File: src/logic/multiplierPkg.sv
package multiplierPkg;

	// ========================================================================
	// Widths
	// ========================================================================

	// Register and bus width, wide enough for an exact 8x8 product
	localparam int dataWidth = 16;
	// Operand width at the top-level inputs
	localparam int operandWidth = 8;
	// Register select, write decoder and read multiplexers
	localparam int regSelWidth = 3;
	// ALU operation select
	localparam int aluOpWidth = 4;
	// Shifter operation select
	localparam int shiftOpWidth = 2;

	// ========================================================================
	// Word types
	// ========================================================================

	typedef logic [dataWidth-1:0] dataWord;
	typedef logic [operandWidth-1:0] operandWord;
	typedef logic [regSelWidth-1:0] regSel;
	typedef logic [aluOpWidth-1:0] aluOp;
	typedef logic [shiftOpWidth-1:0] shiftOp;

	// ========================================================================
	// Register select codes
	// ========================================================================

	// General registers
	localparam regSel regGen0 = 3'd0;
	localparam regSel regGen1 = 3'd1;
	localparam regSel regGen2 = 3'd2;
	localparam regSel regGen3 = 3'd3;
	// Fixed registers, loaded from the operands
	localparam regSel regFix0 = 3'd4;
	localparam regSel regFix1 = 3'd5;
	// No write, or zero on the bus
	localparam regSel regNone = 3'd7;

	// ========================================================================
	// ALU operation codes
	// ========================================================================

	// Bus A straight through
	localparam aluOp aluPass = 4'b0000;
	localparam aluOp aluAnd = 4'b0010;
	localparam aluOp aluAdd = 4'b1000;
	// Bus A plus one
	localparam aluOp aluInc = 4'b1010;
	// Waiting, result follows bus A
	localparam aluOp aluIdle = 4'b1111;

	// ========================================================================
	// Shifter operation codes
	// ========================================================================

	localparam shiftOp shiftLeft = 2'b01;
	localparam shiftOp shiftRight = 2'b10;
	// 00 holds as well
	localparam shiftOp shiftHold = 2'b11;

endpackage

File: src/logic/registerBank.sv
`timescale 1ns/100ps

module registerBank (
	input logic SC_STATEMACHINE_CLOCK_50,
	input logic SC_STATEMACHINE_Reset_InHigh,
	input logic loadOperands,
	input multiplierPkg::operandWord operandA,
	input multiplierPkg::operandWord operandB,
	input multiplierPkg::regSel writeSel,
	input multiplierPkg::regSel busASel,
	input multiplierPkg::regSel busBSel,
	input multiplierPkg::dataWord busC,
	output multiplierPkg::dataWord busA,
	output multiplierPkg::dataWord busB,
	output multiplierPkg::dataWord product
);

	// ========================================================================
	// Register file
	// ========================================================================

	// Four general registers, then the two fixed ones
	multiplierPkg::dataWord regFile [0:multiplierPkg::regFix1];

	// Zero padding for the operands
	localparam int padWidth = multiplierPkg::dataWidth - multiplierPkg::operandWidth;

	// Shared read multiplexer, zero on any spare code
	function automatic multiplierPkg::dataWord readPort(input multiplierPkg::regSel sel);
		if (sel <= multiplierPkg::regFix1)
		begin
			return regFile[sel];
		end
		return '0;
	endfunction

	// Operand load wins over the bus C write
	always_ff @(posedge SC_STATEMACHINE_CLOCK_50, posedge SC_STATEMACHINE_Reset_InHigh)
	begin
		if (SC_STATEMACHINE_Reset_InHigh)
		begin
			for (int i = 0; i <= multiplierPkg::regFix1; i++)
			begin
				regFile[i] <= '0;
			end
		end
		else if (loadOperands)
		begin
			// Fresh run, accumulator and mask start from zero
			for (int i = multiplierPkg::regGen0; i <= multiplierPkg::regGen3; i++)
			begin
				regFile[i] <= '0;
			end
			regFile[multiplierPkg::regFix0] <= {{padWidth{1'b0}}, operandA};
			regFile[multiplierPkg::regFix1] <= {{padWidth{1'b0}}, operandB};
		end
		else if (writeSel <= multiplierPkg::regFix1)
		begin
			// Write decoder, regNone and spare codes write nothing
			regFile[writeSel] <= busC;
		end
	end

	// ========================================================================
	// Read side
	// ========================================================================

	always_comb
	begin
		busA = readPort(busASel);
		busB = readPort(busBSel);
	end

	// Accumulator is the result
	assign product = regFile[multiplierPkg::regGen3];

endmodule

File: src/logic/alu.sv
`timescale 1ns/100ps

module alu (
	input logic SC_STATEMACHINE_CLOCK_50,
	input logic SC_STATEMACHINE_Reset_InHigh,
	input multiplierPkg::aluOp aluSel,
	input multiplierPkg::dataWord busA,
	input multiplierPkg::dataWord busB,
	output multiplierPkg::dataWord aluResult,
	output logic zero
);

	// ========================================================================
	// Operations
	// ========================================================================

	always_comb
	begin
		case (aluSel)
			multiplierPkg::aluPass: aluResult = busA;
			// Masks out the multiplier bit under test
			multiplierPkg::aluAnd: aluResult = busA & busB;
			// Wraps modulo 2^dataWidth
			multiplierPkg::aluAdd: aluResult = busA + busB;
			// Builds the one-bit mask from a cleared register
			multiplierPkg::aluInc: aluResult = busA + 1'b1;
			// aluIdle and dropped codes
			default: aluResult = busA;
		endcase
	end

	// ========================================================================
	// Zero flag
	// ========================================================================

	// Samples every cycle, sequencer reads it one cycle later
	always_ff @(posedge SC_STATEMACHINE_CLOCK_50, posedge SC_STATEMACHINE_Reset_InHigh)
	begin
		if (SC_STATEMACHINE_Reset_InHigh)
		begin
			zero <= 1'b0;
		end
		else
		begin
			zero <= (aluResult == '0);
		end
	end

endmodule

File: src/logic/shiftRegister.sv
`timescale 1ns/100ps

module shiftRegister (
	input logic SC_STATEMACHINE_CLOCK_50,
	input logic SC_STATEMACHINE_Reset_InHigh,
	input logic shifterLoadLow,
	input multiplierPkg::shiftOp shiftSel,
	input multiplierPkg::dataWord dataIn,
	output multiplierPkg::dataWord busC
);

	localparam int msb = multiplierPkg::dataWidth - 1;

	// ========================================================================
	// Bus C register
	// ========================================================================

	always_ff @(posedge SC_STATEMACHINE_CLOCK_50, posedge SC_STATEMACHINE_Reset_InHigh)
	begin
		if (SC_STATEMACHINE_Reset_InHigh)
		begin
			busC <= '0;
		end
		else if (!shifterLoadLow)
		begin
			// Capture the ALU result
			busC <= dataIn;
		end
		else
		begin
			case (shiftSel)
				// Multiplicand doubles
				multiplierPkg::shiftLeft: busC <= {busC[msb-1:0], 1'b0};
				// Next multiplier bit into the LSB
				multiplierPkg::shiftRight: busC <= {1'b0, busC[msb:1]};
				// shiftHold and 00
				default: busC <= busC;
			endcase
		end
	end

endmodule

File: src/logic/sequencer.sv
`timescale 1ns/100ps

module sequencer (
	input logic SC_STATEMACHINE_CLOCK_50,
	input logic SC_STATEMACHINE_Reset_InHigh,
	input logic start,
	input logic zero,
	output logic loadOperands,
	output multiplierPkg::regSel writeSel,
	output multiplierPkg::regSel busASel,
	output multiplierPkg::regSel busBSel,
	output multiplierPkg::aluOp aluSel,
	output logic shifterLoadLow,
	output multiplierPkg::shiftOp shiftSel,
	output logic done
);

	// Moves are select, load, write; shifts add a shift cycle before the write
	typedef enum logic [4:0] {
		stIdle, stLoad,
		stMovMulSel, stMovMulLoad, stMovMulWrite,
		stMovMcandSel, stMovMcandLoad, stMovMcandWrite,
		stMaskSel, stMaskLoad, stMaskWrite,
		stCheckZero0, stCheckZero1, stCheckLsb0, stCheckLsb1,
		stAddSel, stAddLoad, stAddWrite,
		stShlSel, stShlLoad, stShlShift, stShlWrite,
		stShrSel, stShrLoad, stShrShift, stShrWrite,
		stEnd
	} seqState;

	seqState state;
	seqState nextState;

	// ========================================================================
	// Next state
	// ========================================================================

	always_comb
	begin
		case (state)
			// Start only taken when not busy
			stIdle: nextState = start ? stLoad : stIdle;
			stEnd: nextState = start ? stLoad : stEnd;
			stLoad: nextState = stMovMulSel;
			// Copies and mask setup
			stMovMulSel: nextState = stMovMulLoad;
			stMovMulLoad: nextState = stMovMulWrite;
			stMovMulWrite: nextState = stMovMcandSel;
			stMovMcandSel: nextState = stMovMcandLoad;
			stMovMcandLoad: nextState = stMovMcandWrite;
			stMovMcandWrite: nextState = stMaskSel;
			stMaskSel: nextState = stMaskLoad;
			stMaskLoad: nextState = stMaskWrite;
			stMaskWrite: nextState = stCheckZero0;
			// Multiplier exhausted ends the run
			stCheckZero0: nextState = stCheckZero1;
			stCheckZero1: nextState = zero ? stEnd : stCheckLsb0;
			// Bit clear skips the add
			stCheckLsb0: nextState = stCheckLsb1;
			stCheckLsb1: nextState = zero ? stShlSel : stAddSel;
			stAddSel: nextState = stAddLoad;
			stAddLoad: nextState = stAddWrite;
			stAddWrite: nextState = stShlSel;
			stShlSel: nextState = stShlLoad;
			stShlLoad: nextState = stShlShift;
			stShlShift: nextState = stShlWrite;
			stShlWrite: nextState = stShrSel;
			stShrSel: nextState = stShrLoad;
			stShrLoad: nextState = stShrShift;
			stShrShift: nextState = stShrWrite;
			// Loop back to the zero test
			stShrWrite: nextState = stCheckZero0;
			default: nextState = stIdle;
		endcase
	end

	always_ff @(posedge SC_STATEMACHINE_CLOCK_50, posedge SC_STATEMACHINE_Reset_InHigh)
	begin
		if (SC_STATEMACHINE_Reset_InHigh)
		begin
			state <= stIdle;
		end
		else
		begin
			state <= nextState;
		end
	end

	// ========================================================================
	// Control word decode
	// ========================================================================

	always_comb
	begin
		// Quiet control word
		loadOperands = 1'b0;
		writeSel = multiplierPkg::regNone;
		busASel = multiplierPkg::regNone;
		busBSel = multiplierPkg::regNone;
		aluSel = multiplierPkg::aluIdle;
		shiftSel = multiplierPkg::shiftHold;
		done = 1'b0;
		case (state)
			stLoad: loadOperands = 1'b1;
			// Multiplier into gen2
			stMovMulSel, stMovMulLoad:
			begin
				busASel = multiplierPkg::regFix1;
				aluSel = multiplierPkg::aluPass;
			end
			// Multiplicand into gen1
			stMovMcandSel, stMovMcandLoad:
			begin
				busASel = multiplierPkg::regFix0;
				aluSel = multiplierPkg::aluPass;
			end
			// Mask in gen0 goes from zero to one
			stMaskSel, stMaskLoad:
			begin
				busASel = multiplierPkg::regGen0;
				aluSel = multiplierPkg::aluInc;
			end
			// Multiplier through the ALU, also the source of the right shift
			stCheckZero0, stCheckZero1, stShrSel, stShrLoad:
			begin
				busASel = multiplierPkg::regGen2;
				aluSel = multiplierPkg::aluPass;
			end
			stCheckLsb0, stCheckLsb1:
			begin
				busASel = multiplierPkg::regGen2;
				busBSel = multiplierPkg::regGen0;
				aluSel = multiplierPkg::aluAnd;
			end
			// Accumulate
			stAddSel, stAddLoad:
			begin
				busASel = multiplierPkg::regGen3;
				busBSel = multiplierPkg::regGen1;
				aluSel = multiplierPkg::aluAdd;
			end
			stShlSel, stShlLoad:
			begin
				busASel = multiplierPkg::regGen1;
				aluSel = multiplierPkg::aluPass;
			end
			stShlShift:
			begin
				busASel = multiplierPkg::regGen1;
				aluSel = multiplierPkg::aluPass;
				shiftSel = multiplierPkg::shiftLeft;
			end
			stShrShift:
			begin
				busASel = multiplierPkg::regGen2;
				aluSel = multiplierPkg::aluPass;
				shiftSel = multiplierPkg::shiftRight;
			end
			// Write-back cycles
			stMovMulWrite, stShrWrite: writeSel = multiplierPkg::regGen2;
			stMovMcandWrite, stShlWrite: writeSel = multiplierPkg::regGen1;
			stMaskWrite: writeSel = multiplierPkg::regGen0;
			stAddWrite: writeSel = multiplierPkg::regGen3;
			stEnd: done = 1'b1;
			default: loadOperands = 1'b0;
		endcase
	end

	// Shifter captures the ALU result in the middle cycle of every move
	assign shifterLoadLow = !(state inside {stMovMulLoad, stMovMcandLoad, stMaskLoad,
		stAddLoad, stShlLoad, stShrLoad});

endmodule

File: src/logic/multiplierTop.sv
`timescale 1ns/100ps

module multiplierTop (
	input logic SC_STATEMACHINE_CLOCK_50,
	input logic SC_STATEMACHINE_Reset_InHigh,
	input logic start,
	input multiplierPkg::operandWord operandA,
	input multiplierPkg::operandWord operandB,
	output multiplierPkg::dataWord product,
	output logic done
);

	// ========================================================================
	// Control word
	// ========================================================================

	logic loadOperands;
	multiplierPkg::regSel writeSel;
	multiplierPkg::regSel busASel;
	multiplierPkg::regSel busBSel;
	multiplierPkg::aluOp aluSel;
	logic shifterLoadLow;
	multiplierPkg::shiftOp shiftSel;

	// Datapath buses and flag
	multiplierPkg::dataWord busA;
	multiplierPkg::dataWord busB;
	multiplierPkg::dataWord busC;
	multiplierPkg::dataWord aluResult;
	logic zero;

	// ========================================================================
	// Instances
	// ========================================================================

	sequencer sequencer_i (
		.SC_STATEMACHINE_CLOCK_50(SC_STATEMACHINE_CLOCK_50),
		.SC_STATEMACHINE_Reset_InHigh(SC_STATEMACHINE_Reset_InHigh),
		.start(start), .zero(zero), .loadOperands(loadOperands),
		.writeSel(writeSel), .busASel(busASel), .busBSel(busBSel),
		.aluSel(aluSel), .shifterLoadLow(shifterLoadLow),
		.shiftSel(shiftSel), .done(done)
	);

	// Registers, write from bus C and read onto buses A and B
	registerBank registerBank_i (
		.SC_STATEMACHINE_CLOCK_50(SC_STATEMACHINE_CLOCK_50),
		.SC_STATEMACHINE_Reset_InHigh(SC_STATEMACHINE_Reset_InHigh),
		.loadOperands(loadOperands), .operandA(operandA), .operandB(operandB),
		.writeSel(writeSel), .busASel(busASel), .busBSel(busBSel),
		.busC(busC), .busA(busA), .busB(busB), .product(product)
	);

	alu alu_i (
		.SC_STATEMACHINE_CLOCK_50(SC_STATEMACHINE_CLOCK_50),
		.SC_STATEMACHINE_Reset_InHigh(SC_STATEMACHINE_Reset_InHigh),
		.aluSel(aluSel), .busA(busA), .busB(busB),
		.aluResult(aluResult), .zero(zero)
	);

	// Drives bus C
	shiftRegister shiftRegister_i (
		.SC_STATEMACHINE_CLOCK_50(SC_STATEMACHINE_CLOCK_50),
		.SC_STATEMACHINE_Reset_InHigh(SC_STATEMACHINE_Reset_InHigh),
		.shifterLoadLow(shifterLoadLow), .shiftSel(shiftSel),
		.dataIn(aluResult), .busC(busC)
	);

endmodule

File: config.mk
export PLATFORM = sky130hd
export DESIGN_NAME = multiplierTop
export DESIGN_NICKNAME = d
export VERILOG_FILES = /design/src/logic/multiplierPkg.sv /design/src/logic/registerBank.sv /design/src/logic/alu.sv /design/src/logic/shiftRegister.sv /design/src/logic/sequencer.sv /design/src/logic/multiplierTop.sv
export SDC_FILE = /design/constraint.sdc
export NUM_CORES = 1
export LEC_CHECK = 0
export BUFFER_PORTS_ARGS = -buffer_cell sky130_fd_sc_hd__buf_4
export CAP_MARGIN = 10
export CORE_ASPECT_RATIO = 0.5
export CORE_MARGIN = 4
export CORE_UTILIZATION = 56
export DETAILED_ROUTE_END_ITERATION = 7
export PLACE_DENSITY = 0.82
export SYNTH_ARGS = -nofsm -noshare
export SYNTH_HDL_FRONTEND = slang
export SYNTH_SLANG_ARGS = --single-unit
File: constraint.sdc
create_clock -name SC_STATEMACHINE_CLOCK_50 -period 12.61 [get_ports SC_STATEMACHINE_CLOCK_50]
set_input_delay 0.6305 -clock SC_STATEMACHINE_CLOCK_50 [delete_from_list [all_inputs] [get_ports SC_STATEMACHINE_CLOCK_50]]
set_output_delay 0.6305 -clock SC_STATEMACHINE_CLOCK_50 [all_outputs]
set_load 0.01 [all_outputs]
# [After elaboration in Yosys (flattened, before gate mapping)]
# Cells that the tools add are included.
[word_totals] ff_bits=118 latch_bits=0 mem_bits_rw=0 rom_bits=0 inputBits=19 output_inout_bits=17 elab_cells=102 n_memories=0
[op_classes] add_sub_neg=2 n_mul=0 div=0 order_cmp=7 n_eq_ne=31 shifts=0 muxes=32 n_bitwise=4 n_reduce_logical=17
[ops] cell="$mux 96" count=2
[ops] cell="$mux 16" count=10
[ops] cell="$pmux 5 s26" count=1
[ops] cell="$bmux 16 s3" count=2
[ops] cell="$bwmux 96" count=1
[ops] cell="$eq 5x5->1 const B" count=11
[ops] cell="$demux 16 s3" count=1
[ops] cell="$pmux 16 s3" count=1
[ops] cell="$eq 5x4->1 const B" count=8
[ops] cell="$pmux 16 s2" count=1
[ops] cell="$eq 5x3->1 const B" count=4
[ops] cell="$pmux 3 s6" count=1
[ops] cell="$add 16x1->16 const B" count=1
[ops] cell="$add 16x16->16" count=1
[ops] cell="$and 16x16->16" count=1
[ops] cell="$logic_not 16->1" count=1
[ops] cell="$pmux 4 s4" count=1
[ops] cell="$reduce_or 2->1" count=8
[ops] cell="$mux 5" count=3
[ops] cell="$ge 4x4->1 const B" count=3
[ops] cell="$not 3->4" count=3
[ops] cell="$pmux 3 s4" count=1
[ops] cell="$reduce_or 12->1" count=1
[ops] cell="$eq 5x2->1 const B" count=2
[ops] cell="17 further kinds" count=24

# [Logic depth before layout (Yosys ltp)]
# Gate-level depths: netlist of the first run.
[logic_depth] ltp_word=12 ltp_mapped=21 ltp_nobuf=17

# [Modules after synthesis]
# From an unflattened synthesis of the first run, not the netlist that was laid out.
[unflattened] cells_unflattened=1039 hier_area_um2=8793.4
[by_module_without_submodules] module="registerBank" n_inst=1 cells_per_inst=651 area_each_um2=5795.6 seq_area_each_um2=2402.3
[by_module_without_submodules] module="alu" n_inst=1 cells_per_inst=177 area_each_um2=1202.4 seq_area_each_um2=25.0
[by_module_without_submodules] module="sequencer" n_inst=1 cells_per_inst=127 area_each_um2=904.6 seq_area_each_um2=125.1
[by_module_without_submodules] module="shiftRegister" n_inst=1 cells_per_inst=84 area_each_um2=890.9 seq_area_each_um2=400.4

# [Worst setup path after synthesis of the first run]
# No wires, ideal clock.
[synth_timing] path_kind="reg2reg" startpoint="reg sequencer_i.state[3]" endpoint="reg shiftRegister_i.busC[14]" setup_ns=0.130 t_arrival_ns=4.025 required_time_ns=12.480 setup_slack_ns=8.455 stages_incl_launch_ff=20 path_buffers=3 synth_period_minus_slack_ns=4.155 cell_sequence="dfrtp_1 -> buf_2 -> nor2b_1 -> a22oi_2 -> a21boi_4 -> buf_6 -> clkbuf_1 -> nand2_1 -> and3_1 -> a31oi_1 -> a21o_1 -> ha_1 -> a2111oi_0 -> a21oi_1 -> a21oi_2 -> o21a_1 -> o31ai_2 -> and4_1 -> o31ai_1 -> a21oi_1"
[synth_between] elab_chain_len=12 word_cells_on_any_way=59 cone_classes="add/sub: 2; order compare: 2; eq/ne: 23; mux: 19; bitwise: 3; reduce/logical: 10"
[synth_rtl] item="from (decl)" line="sequencer.sv:31" source="seqState state;"
[synth_rtl] item="from (signal assigned)" line="sequencer.sv:81" source="state <= stIdle;"
[synth_rtl] item="from (signal assigned)" line="sequencer.sv:85" source="state <= nextState;"
[synth_rtl] item="$eq 5x4->1 (tied with other cells)" line="sequencer.sv:103" source="case (state)"
[synth_rtl] item="$reduce_or 7->1 (no source line) (tied with other cells)"
[synth_rtl] item="$pmux 3 s6 / $pmux 3 s2 (equally long branches)" line="sequencer.sv:103"
[synth_rtl] item="$not 3->4 (implied by the code)" line="registerBank.sv:32" source="return regFile[sel];"
[synth_rtl] item="$bmux 16 s3" line="registerBank.sv:32"
[synth_rtl] item="$mux 16 (implied by the code) (2 in a row)" line="registerBank.sv:32"
[synth_rtl] item="$mux 16" line="registerBank.sv:30" source="if (sel <= multiplierPkg::regFix1)"
[synth_rtl] item="$mux 16" line="registerBank.sv:34" source="return '0;"
[synth_rtl] item="$add 16x1->16 (tied with other cells)" line="alu.sv:26" source="multiplierPkg::aluInc: aluResult = busA + 1'b1;"
[synth_rtl] item="$pmux 16 s3" line="alu.sv:19" source="case (aluSel)"
[synth_rtl] item="$mux 16" line="shiftRegister.sv:24" source="else if (!shifterLoadLow)"
[synth_rtl] item="to (signal assigned)" line="shiftRegister.sv:27" source="busC <= dataIn;"
[synth_rtl] item="to (signal assigned)" line="shiftRegister.sv:33" source="multiplierPkg::shiftLeft: busC <= {busC[msb-1:0], 1'b0};"
[synth_rtl] item="to (signal assigned)" line="shiftRegister.sv:35" source="multiplierPkg::shiftRight: busC <= {1'b0, busC[msb:1]};"
[synth_rtl] item="to (decl)" line="shiftRegister.sv:9" source="output multiplierPkg::dataWord busC"
# Several ways; a longest one is shown, not always the timed one. The select of a mux whose other input is x is not followed.
# A chain may end at the register's enable or synchronous reset.

# [Worst setup path in the final report of the first run]
[layout_timing] startpoint="reg sequencer_i.state[0]" endpoint="reg alu_i.zero"
[layout_between] elab_chain_len=12 word_cells_on_any_way=53 cone_classes="add/sub: 2; order compare: 2; eq/ne: 21; mux: 16; bitwise: 3; reduce/logical: 9"
[layout_rtl] item="$eq 5x4->1 (tied with other cells)" line="sequencer.sv:103"
[layout_rtl] item="$reduce_or 7->1 (no source line) (tied with other cells)"
[layout_rtl] item="$pmux 3 s6 / $pmux 3 s2 (equally long branches)" line="sequencer.sv:103"
[layout_rtl] item="$not 3->4 (implied by the code)" line="registerBank.sv:32"
[layout_rtl] item="$bmux 16 s3" line="registerBank.sv:32"
[layout_rtl] item="$mux 16 (implied by the code) (2 in a row)" line="registerBank.sv:32"
[layout_rtl] item="$mux 16" line="registerBank.sv:30"
[layout_rtl] item="$mux 16" line="registerBank.sv:34"
[layout_rtl] item="$add 16x1->16 (tied with other cells)" line="alu.sv:26"
[layout_rtl] item="$pmux 16 s3 (*)" line="alu.sv:19"
[layout_rtl] item="$logic_not 16->1 (*)" line="alu.sv:45" source="zero <= (aluResult == '0);"
[layout_rtl] item="to (signal assigned)" line="alu.sv:45"
[layout_rtl] item="to (decl)" line="alu.sv:10" source="output logic zero"
# Every way passes the cells marked *; elsewhere a longest branch is shown, timed or not. The select of a mux whose other input is x is not followed.

==> flow_metrics.py, run 1 <==
metrics = {
    "critical_path": {
        "crit_path_end_kind": "flop",
        "start_kind": "flop",
        "timing.rr.start": "sequencer_i.state[0]$_DFF_PP0_",
        "crit_fanout": 29,
        "regToRegSetupSlack_ns": 6.86,
        "crit_family": "compound AO/OA/AOI/OAI gates",
        "crit_arrival_ns": 6.10,
        "crit_cells": 16,
        "cpPeakStageDelay_ns": 0.93,
        "reg2reg_depth": 16,
        "critical_path_buf_inv_count": 0,
        "required_ns": 12.96,
        "slowest_stage": "dfrtp_1",
        "cp_cell_sequence": "o21ai_1, a22oi_2, a21boi_4, nand2_1, and3_1, a31oi_1, a21o_1, ha_1, a2111oi_0, a21oi_1, a21oi_2, o21a_1, o211ai_1, a211oi_1, nand4_1, and4b_1",
        "crit_type": "reg2reg",
        "r2r_end": "alu_i.zero$_DFF_PP0_",
    },
    "sta": {
        "setup_violations": 0,
        "setup-tns-final_ns": 0,
        "drv_slew": 0,
        "rsz0062_at_grt": "no",
        "min_period_over_period_pct": 45.62,
        "relSlewSlack_pct": 39.35,
        "clock_skew_ns": 0.01132,
        "hold_viol": 0,
        "min_period_ns": 5.752,
        "tightest_slew_ns": 0.8868,
        "fin_hold_ws_ns": 0.3086,
        "fmax_mhz": 173.9,
    },
    "global_route": {
        "gr-total-overflow": 0,
        "antenna_found_initial": 0,
        "grt_util_all_layers_pct": 32.04,
        "grt_pass1_wl_um": 40590,
        "grt_pass1_vias": 7219,
        "grt_max_degree": 67,
    },
    "drt": {
        "dr_total_vias": 7608,
        "ant_nets": 0,
        "routed_wl_um": 25710,
        "wl_met3_um": 3086,
        "wl_met1_um": 11190,
        "dr.pass1.iters": 7,
        "via_per_inst": 6.668,
        "maxUsedRoutingLayer": "met4",
        "drc": 0,
        "drt_iter0_markers": 1087,
        "wire_per_inst_um": 22.53,
        "wl_met2_um": 10630,
    },
    "synthesis": {
        "synth_area_sq_um": 7993,
        "muxShareOfSynthArea_pct": 6.684,
        "syn_inst": 952,
        "synth_nets": 984,
        "synth_fa_ha_area_share_pct": 2.160,
        "synthSimpleGateAreaFrac_pct": 19.19,
        "netlist_top_cells_count": "nand2_1, dfrtp_1, a21oi_1, nor2_1, clkbuf_1",
        "syn_avg_cell_area_sq_um": 8.396,
        "yosysTopAreaCellShare_pct": 36.94,
        "yosysWarnings": 0,
        "netlist.top_cell.by_area": "dfrtp_1",
        "ys_seq_area_share_pct": 36.94,
        "ys.flop_type": "dfrtp_1",
        "ys_ff_latch": 118,
        "ys_types": 86,
        "synth_xor_area_share_pct": 1.205,
        "yosysMostFrequentCell": "nand2_1",
        "synth_area_leaders": "dfrtp_1, nand2_1, a21oi_1",
        "synth_top_family_by_area": "compound AO/OA/AOI/OAI gates",
        "async_flop_share_pct": 100.0,
        "synth-edff-count": 0,
        "synth-compound-area-share_pct": 27.19,
    },
    "job": {
        "drv_cap": 0,
    },
    "final_layout": {
        "syn2layout_area_growth_pct": 9.424,
        "n_antenna_cell": 0,
        "nNetsFinal": 968,
        "final_cells": 1141,
        "drive_gt1_share_pct": 14.23,
        "utilization_pct": 63.66,
        "register_area_sq_um": 2953,
        "fill_cells": 1158,
        "multi_input_area_sq_um": 4532,
    },
    "placed_design": {
        "port_buffers": 35,
        "hpwl_um": 17560,
        "place_congestion": 1.046,
        "dp_cells": 1109,
    },
    "power_and_ir_drop": {
        "internal_power_mw": 1.347,
        "clockPowerShare_pct": 16.4,
        "power_density_nw_per_um2": 318.0,
        "p_sw_share_pct": 51.56,
        "p_switching_mw": 1.434,
        "p_leak_nw": 3.869,
        "ir_drop_uv": 127.8,
        "comb_power_share_pct": 56.3,
        "total_power_mw": 2.781,
        "power_frac_seq_pct": 27.3,
    },
    "cts": {
        "clk_path_buf_depth": 2,
        "cts_hold_buf": 0,
        "clkSinkCount": 118,
        "cts_root_buf": "clkbuf_16",
        "cts_tree": "yes",
        "clk_pin_slew_ns": 0.06,
        "insertion_delay_ns": 0.43,
        "cts_buffers": 17,
        "h-tree-depth": 4,
        "post_cts_buffers": 0,
        "cts.repair.resized": 0,
    },
    "floorplanning": {
        "rows": 30,
        "start_util_pct": 58.18,
        "die_h_um": 92.48,
        "ios": 36,
        "die_w_um": 177.0,
        "die-area_sq_um": 16360,
        "coreArea_sq_um": 13740,
    },
    "run_status": {
        "status": "complete, no violations",
    },
    "min_path": {
        "hold_path.class": "in2async",
    },
}
-- registers in the layout (all words and copies together) (netlist names) --
register and flops:
alu_i.zero 1, sequencer_i.state 5, registerBank_i.regFile 80, shiftRegister_i.busC 16
registerBank_i.product 16
-- power groups by stage --
stage	registers, mW	logic (mW)	clock network, mW
3_3_place_gp	0.743	1.48	0
2_1_floorplan	0.639	1.19	0
4_1_cts	0.745	1.52	0.455
5_1_grt	0.772	1.69	0.477
3_5_place_dp	0.750	1.51	0
6_report	0.760	1.57	0.455
-- how the worst max path moves through the flow --
stage | end | startpoint | slack [ns]
6_report | alu_i.zero$_DFF_PP0_ | sequencer_i.state[0]$_DFF_PP0_ | 6.86
5_1_grt | alu_i.zero$_DFF_PP0_ | sequencer_i.state[0]$_DFF_PP0_ | 6.41
4_1_cts | alu_i.zero$_DFF_PP0_ | sequencer_i.state[0]$_DFF_PP0_ | 7.08
3_5_place_dp | alu_i.zero$_DFF_PP0_ | sequencer_i.state[0]$_DFF_PP0_ | 7.13
3_3_place_gp | alu_i.zero$_DFF_PP0_ | sequencer_i.state[0]$_DFF_PP0_ | 7.30
2_1_floorplan | shiftRegister_i.busC[14]$_DFFE_PP0P_ | sequencer_i.state[3]$_DFF_PP0_ | 8.46
-- cell families after synthesis --
| group | Yosys count |
|---|---|
| xor gates and xnor gates | 11 |
| and+or+nand+nor | 350 |
| DFF | 118 |
| buffers and inverters | 109 |
| AOI/OAI and AO/OA | 299 |
| muxes | 51 |
| adders and majority gates | 14 |
-- through the flow --
stage | setup WS, ns | cell area (sq um)
detailed placement | 7.132 | 8197
global placement | 7.298 | 8197
global route | 6.410 | 8746
floorplan | 8.455 | 7993
finish | 6.858 | 8746
CTS | 7.076 | 8746
-- metal layers --
layer / GRT usage [%] / up-vias
li1: - / 3367
met1: 46.18 / 3650
met2: 46.06 / 509
met3: 9.380 / 82
met4: 10.94 / 0
met5: 0 / -
-- cells in the final DEF, fill, tap and decap left out, types with 5 or more instances in the layout --
| cell | count |
|---|---|
| nor2b_1 | 22 |
| xnor2_1 | 7 |
| o31ai_1 | 5 |
| ha_1 | 13 |
| mux2i_1 | 32 |
| o32ai_1 | 6 |
| nor3_1 | 7 |
| o21ai_1 | 5 |
| o21a_1 | 12 |
| buf_4 | 51 |
| o211ai_1 | 15 |
| a21o_1 | 6 |
| and2_1 | 7 |
| a22o_1 | 13 |
| inv_1 | 21 |
| o22ai_1 | 9 |
| a21oi_1 | 72 |
| or3_1 | 6 |
| and3_1 | 7 |
| nand2b_1 | 5 |
| o211a_1 | 17 |
| nand2_1 | 194 |
| nand3_1 | 14 |
| dfrtp_1 | 118 |
| a211oi_1 | 20 |
| a31oi_1 | 12 |
| mux2_2 | 19 |
| clkinv_4 | 7 |
| o21ai_0 | 47 |
| clkbuf_16 | 17 |
| nor2_1 | 66 |
-- cell type report --
cell class | count | area share, %
Clock buffer | 17 | 4.864
Multi-Input combinational cell | 725 | 51.82
Sequential cell | 118 | 33.76
Clock inverter | 15 | 1.416
Inverter | 23 | 1.016
Tap cell | 192 | 2.747
Timing Repair Buffer | 51 | 4.378
No activity file was read; power rests on OpenSTA's default activity.
==> inputs of run 2 (changes only) <==
Settings changed: PLACE_DENSITY 0.82 to 0.84.
Clock period 12.61 ns to 4.8 ns, I/O delays scaled along.
==> run 2 against run 1 <==
Worst hold slack worse by 0.27 ns. Power rose to 2.8 times the previous value. Sequential share of layout area down 1.1 points. Non-clock buffer count up 28. Largest cell class unchanged. Clock power rose to 2.9 times the previous value.
==> flow_metrics.py, run 2 (same netlist as run 1, synthesis figures left out) <==
metrics = {
    "final_layout": {
        "final_cells": 1169,
        "drive_gt1_share_pct": 16.89,
        "multi_input_area_sq_um": 4542,
        "n_antenna_cell": 0,
        "final_cell_mix": "nand2_1, dfrtp_1, buf_4, a21oi_1, nor2_1",
        "syn2layout_area_growth_pct": 12.99,
        "fill_cells": 1157,
        "regMostFlops": "registerBank_i.regFile",
        "nNetsFinal": 996,
        "largest_reg_flops": 80,
        "register_area_sq_um": 2953,
        "final_common_cell": "nand2_1",
        "utilization_pct": 65.74,
    },
    "cts": {
        "insertion_delay_ns": 0.42,
        "clk_pin_slew_ns": 0.07,
        "post_cts_buffers": 0,
        "clkSinkCount": 118,
        "cts_tree": "yes",
        "cts_root_buf": "clkbuf_16",
        "clk_path_buf_depth": 2,
        "h-tree-depth": 4,
        "cts_buffers": 17,
    },
    "critical_path": {
        "worstSetupStartpoint": "sequencer_i.state[2]$_DFF_PP0_",
        "crit_path_end_kind": "flop",
        "slowest_stage": "o21ai_1",
        "crit_type": "reg2reg",
        "start_kind": "flop",
        "crit_end": "alu_i.zero$_DFF_PP0_",
        "reg2reg_depth": 14,
        "timing.rr.start": "sequencer_i.state[2]$_DFF_PP0_",
        "cpPeakStageDelay_ns": 0.66,
        "regToRegSetupSlack_ns": 0.23,
        "crit_fanout": 14,
        "r2r_end": "alu_i.zero$_DFF_PP0_",
        "crit_arrival_ns": 4.92,
        "cp_cell_sequence": "buf_4, nand3b_1, or2_2, o21ai_1, xnor2_1, ha_1, nand2_1, a21oi_1, a21oi_2, o21a_1, o31ai_2, mux2i_1, a211oi_1, and4b_1",
        "required_ns": 5.15,
    },
    "floorplanning": {
        "coreArea_sq_um": 13740,
        "ios": 36,
        "start_util_pct": 58.18,
        "die_h_um": 92.48,
        "rows": 30,
        "die-area_sq_um": 16360,
        "die_w_um": 177.0,
    },
    "sta": {
        "setup-tns-final_ns": 0,
        "clock_skew_ns": 0.01321,
        "relSlewSlack_pct": 30.34,
        "tightest_slew_ns": 1.045,
        "min_period_ns": 4.572,
        "rsz0062_at_grt": "no",
        "drv_slew": 0,
        "min_period_over_period_pct": 95.26,
        "fin_hold_ws_ns": 0.04071,
        "fin_ws_ns": 0.2276,
        "fmax_mhz": 218.7,
        "setup_violations": 0,
        "hold_viol": 0,
    },
    "placed_design": {
        "place_ws_ns": 0.3112,
        "dp_cells": 1136,
        "place_congestion": 0.9965,
        "port_buffers": 35,
        "hpwl_um": 19010,
    },
    "drt": {
        "wl_met1_um": 11550,
        "maxUsedRoutingLayer": "met4",
        "wire_per_inst_um": 22.88,
        "wl_met3_um": 3270,
        "routed_wl_um": 26750,
        "dr.pass1.iters": 6,
        "ant_nets": 0,
        "wl_met2_um": 11020,
        "drc": 0,
        "drt_iter0_markers": 1010,
        "dr_total_vias": 7746,
        "via_per_inst": 6.626,
    },
    "power_and_ir_drop": {
        "ir_drop_uv": 377.4,
        "power_density_nw_per_um2": 859.4,
        "p_leak_nw": 4.036,
    },
    "global_route": {
        "grt_pass1_wl_um": 41670,
        "grt_pass1_vias": 7354,
        "grt_max_degree": 86,
        "grt_util_all_layers_pct": 33.05,
        "antenna_found_initial": 0,
        "gr-total-overflow": 0,
    },
    "min_path": {
        "hold_path.class": "in2reg",
    },
    "run_status": {
        "status": "complete, no violations",
    },
    "job": {
        "drv_cap": 0,
    },
}
-- run 2: cell count changes in the layout (fill, tap and decap cells not counted) --
cell and change:
buf_12 +1, buf_4 +26, nor2b_2 +1, o32ai_1 -1, clkinv_2 -3, inv_8 +5, o32ai_2 +1, buf_8 +1
nor2b_1 -1, inv_6 +4, clkinv_4 -7, bufinv_16 +1
-- run 2: cell type report --
cell class	count	share of cell area (%)
Timing Repair Buffer	79	6.789
Inverter	23	0.9837
Clock buffer	17	4.710
Sequential cell	118	32.70
Multi-Input combinational cell	725	50.29
Clock inverter	15	1.870
Tap cell	192	2.660
-- run 2: where the power goes --
part | total [mW] | leakage, nW | switching, mW | internal [mW]
clock network | 1.33 | 0.293 | 0.582 | 0.747
logic | 4.50 | 2.20 | 2.85 | 1.65
registers | 1.93 | 1.55 | 0.527 | 1.41
-- run 2: how the worst min path moves through the flow --
| stage | from | end | slack (ns) | depth (start not counted) |
|---|---|---|---|---|
| 2_1_floorplan | operandB[4] | registerBank_i.regFile[4]$_DFFE_PP0P_ | 0.39 | 1 |
| 3_3_place_gp | operandB[7] | registerBank_i.regFile[7]$_DFFE_PP0P_ | 0.47 | 2 |
| 3_5_place_dp | operandA[2] | registerBank_i.regFile[18]$_DFFE_PP0P_ | 0.48 | 2 |
| 4_1_cts | operandA[2] | registerBank_i.regFile[18]$_DFFE_PP0P_ | 0.04 | 2 |
| 5_1_grt | operandA[2] | registerBank_i.regFile[18]$_DFFE_PP0P_ | 0.04 | 2 |
| 6_report | operandA[2] | registerBank_i.regFile[18]$_DFFE_PP0P_ | 0.04 | 2 |
-- run 2: per-stage QoR --
step	power, mW	cell area [sq um]
after floorplan	4.793	7993
after global placement	6.140	8412
after detailed placement	6.209	8412
after CTS	7.555	9006
after global routing	8.149	9031
final	7.762	9031
-- run 2: layer usage --
layer  GRT usage, %  vias up
li1               -     3419
met1          47.96     3735
met2          46.82      506
met3          9.706       86
met4          11.71        0
met5              0        -
-- run 2: worst max-delay path, delay by kind of cell, from the launching register on --
kind	cells	cell delay, ns
AND/OR/NAND/NOR	4	1.23
buffers and inverters	1	0.25
flip-flops	1	0.47
XOR/XNOR	1	0.20
adder cells (fa/ha/maj)	1	0.30
multiplexers	1	0.15
AO/OA/AOI/OAI	6	1.89
-- run 2: what timing repair did --
item	4_1_cts	5_1_grt
endpoints found under the setup margin	0	1
gates resized for setup	0	2
hold buffers	0	0
==> inputs of run 3 (changes only) <==
Settings changed: ABC_AREA set to 1, PLACE_DENSITY 0.84 to 0.85.
==> run 3 against run 2 <==
Cell count up 5.0%. Flip-flop and latch count unchanged. Critical path depth is 14 higher. Worst hold slack worse by 0.029 ns. Synthesized cell count is 7.9% higher. Clock skew grew 0.0025 ns. Via count barely moved. Largest cell class unchanged.
==> flow_metrics.py, run 3 <==
metrics = {
    "drt": {
        "ant_nets": 0,
        "via_per_inst": 6.305,
        "dr_total_vias": 7742,
        "drt_iter0_markers": 1153,
        "routed_wl_um": 25170,
        "drc": 0,
        "wire_per_inst_um": 20.49,
        "dr.pass1.iters": 7,
    },
    "min_path": {
        "hold_path.class": "in2reg",
        "min_to": "registerBank_i.regFile[22]$_DFFE_PP0P_",
        "worstHoldStart": "operandA[6]",
        "holdPathStages": 3,
    },
    "critical_path": {
        "required_ns": 5.16,
        "crit_type": "reg2reg",
        "regToRegSetupSlack_ns": 0.36,
        "cpPeakStageDelay_ns": 0.45,
        "r2r_end": "alu_i.zero$_DFF_PP0_",
        "crit_top_cell": "nand2_1",
        "crit_path_end_kind": "flop",
        "crit_arrival_ns": 4.80,
        "timing.rr.start": "sequencer_i.state[1]$_DFF_PP0_",
        "reg2reg_depth": 28,
        "start_kind": "flop",
        "crit_fanout": 30,
        "slowest_stage": "dfrtp_1",
    },
    "floorplanning": {
        "die_w_um": 171.3,
        "rows": 29,
        "coreArea_sq_um": 12840,
        "ios": 36,
        "start_util_pct": 58.13,
        "die-area_sq_um": 15360,
        "die_h_um": 89.65,
    },
    "synthesis": {
        "yosysMostFrequentCell": "nand2_1",
        "netlist_top_cells_count": "nand2_1, inv_1, dfrtp_1, o21ai_0",
        "synth_area_leaders": "dfrtp_1, nand2_1, inv_1",
        "yosysTopAreaCellShare_pct": 39.54,
        "async_flop_share_pct": 100.0,
        "syn_inst": 1027,
        "ys.flop_type": "dfrtp_1",
        "yosysWarnings": 0,
        "netlist.top_cell.by_area": "dfrtp_1",
        "synth_nets": 1059,
        "ys_ff_latch": 118,
        "synth-edff-count": 0,
        "ys_types": 44,
        "syn_avg_cell_area_sq_um": 7.271,
        "synth_area_sq_um": 7467,
        "ys_seq_area_share_pct": 39.54,
    },
    "job": {
        "drv_cap": 0,
    },
    "placed_design": {
        "port_buffers": 35,
        "hpwl_um": 18020,
        "dp_cells": 1196,
        "place_ws_ns": 0.4074,
        "place_congestion": 0.9939,
    },
    "sta": {
        "min_period_over_period_pct": 92.53,
        "drv_slew": 0,
        "clock_skew_ns": 0.01569,
        "rsz0062_at_grt": "no",
        "min_period_ns": 4.441,
        "relSlewSlack_pct": 34.19,
        "tightest_slew_ns": 0.9844,
        "fmax_mhz": 225.2,
        "setup-tns-final_ns": 0,
        "fin_ws_ns": 0.3586,
        "setup_violations": 0,
        "hold_viol": 0,
    },
    "final_layout": {
        "syn2layout_area_growth_pct": 12.45,
        "fill_cells": 1133,
        "register_area_sq_um": 2953,
        "nNetsFinal": 1077,
        "final_cell_mix": "nand2_1, inv_1, dfrtp_1, o21ai_0",
        "drive_gt1_share_pct": 13.23,
        "n_antenna_cell": 0,
        "multi_input_area_sq_um": 3651,
        "regMostFlops": "registerBank_i.regFile",
        "final_common_cell": "nand2_1",
        "largest_reg_flops": 80,
        "final_cells": 1228,
    },
    "cts": {
        "clk_path_buf_depth": 2,
        "clkSinkCount": 118,
        "h-tree-depth": 4,
        "cts_buffers": 17,
        "cts_root_buf": "clkbuf_16",
        "post_cts_buffers": 0,
        "clk_pin_slew_ns": 0.07,
        "cts_tree": "yes",
        "insertion_delay_ns": 0.43,
    },
    "global_route": {
        "grt_pass1_vias": 6947,
        "gr-total-overflow": 0,
        "grt_max_degree": 75,
        "grt_util_all_layers_pct": 33.44,
        "antenna_found_initial": 0,
        "grt_pass1_wl_um": 38850,
    },
    "run_status": {
        "status": "complete, no violations",
    },
}
[run 3: kinds of logic (layout without fill, tap and decap cells)]
family / after synthesis / in the layout / share of synthesized area (%)
simple gates: 429 / 429 / 26.11
buf+inv: 206 / 237 / 11.71
xor+xnor: 1 / 1 / 0.1173
compound gates: 260 / 260 / 20.34
flops: 118 / 118 / 39.54
fa+ha+maj: 13 / 13 / 2.178
[run 3: worst max-delay path: cells and delay by family, from the launching register on]
family                   cells  cell delay [ns]
adder cells (fa/ha/maj)      2             0.56
AND/OR/NAND/NOR             21             2.75
buffers and inverters        4             0.43
AO/OA/AOI/OAI                1             0.17
flip-flops                   1             0.45
[run 3: worst max path at each step]
stage | startpoint | depth (start not counted) | end
2_1_floorplan | sequencer_i.state[3]$_DFF_PP0_ | 26 | alu_i.zero$_DFF_PP0_
3_3_place_gp | sequencer_i.state[1]$_DFF_PP0_ | 28 | alu_i.zero$_DFF_PP0_
3_5_place_dp | sequencer_i.state[1]$_DFF_PP0_ | 22 | shiftRegister_i.busC[5]$_DFFE_PP0P_
4_1_cts | sequencer_i.state[1]$_DFF_PP0_ | 22 | shiftRegister_i.busC[5]$_DFFE_PP0P_
5_1_grt | sequencer_i.state[1]$_DFF_PP0_ | 24 | alu_i.zero$_DFF_PP0_
6_report | sequencer_i.state[1]$_DFF_PP0_ | 28 | alu_i.zero$_DFF_PP0_
[run 3: routing by layer]
metal | GRT usage (%) | part of all wire (%)
met3 | 12.02 | 16
met5 | 2.484 | 0.20
met1 | 50.59 | 43
met2 | 44.95 | 39
met4 | 8.555 | 1.9
[run 3: area by class of cell]
type	instances	area share [%]
Timing Repair Buffer	57	5.245
Multi-Input combinational cell	703	43.48
Tap cell	170	2.533
Clock inverter	14	1.669
Clock buffer	18	5.230
Sequential cell	118	35.17
Inverter	148	6.676
[run 3: stage by stage]
stage                     instance area [sq um]  hold WS (ns)  util, %
after CTS                                  8386      0.007471    65.28
after floorplan                            7467        0.3566        -
final                                      8397       0.01179    65.37
after global placement                     7806        0.4404    60.77
after global routing                       8397       0.02101    65.37
after detailed placement                   7806        0.4432    60.77
[run 3: timing repair]
item | in CTS | in global routing
endpoints found under the setup margin | 0 | 5
gates resized for setup | 0 | 4
hold endpoints to repair | 0 | 0
hold buffers | 0 | 0
Power of run 3 is left out: the tool's default activity adds up to more than one toggle a clock period on the data nets, which glitch-free logic cannot reach.
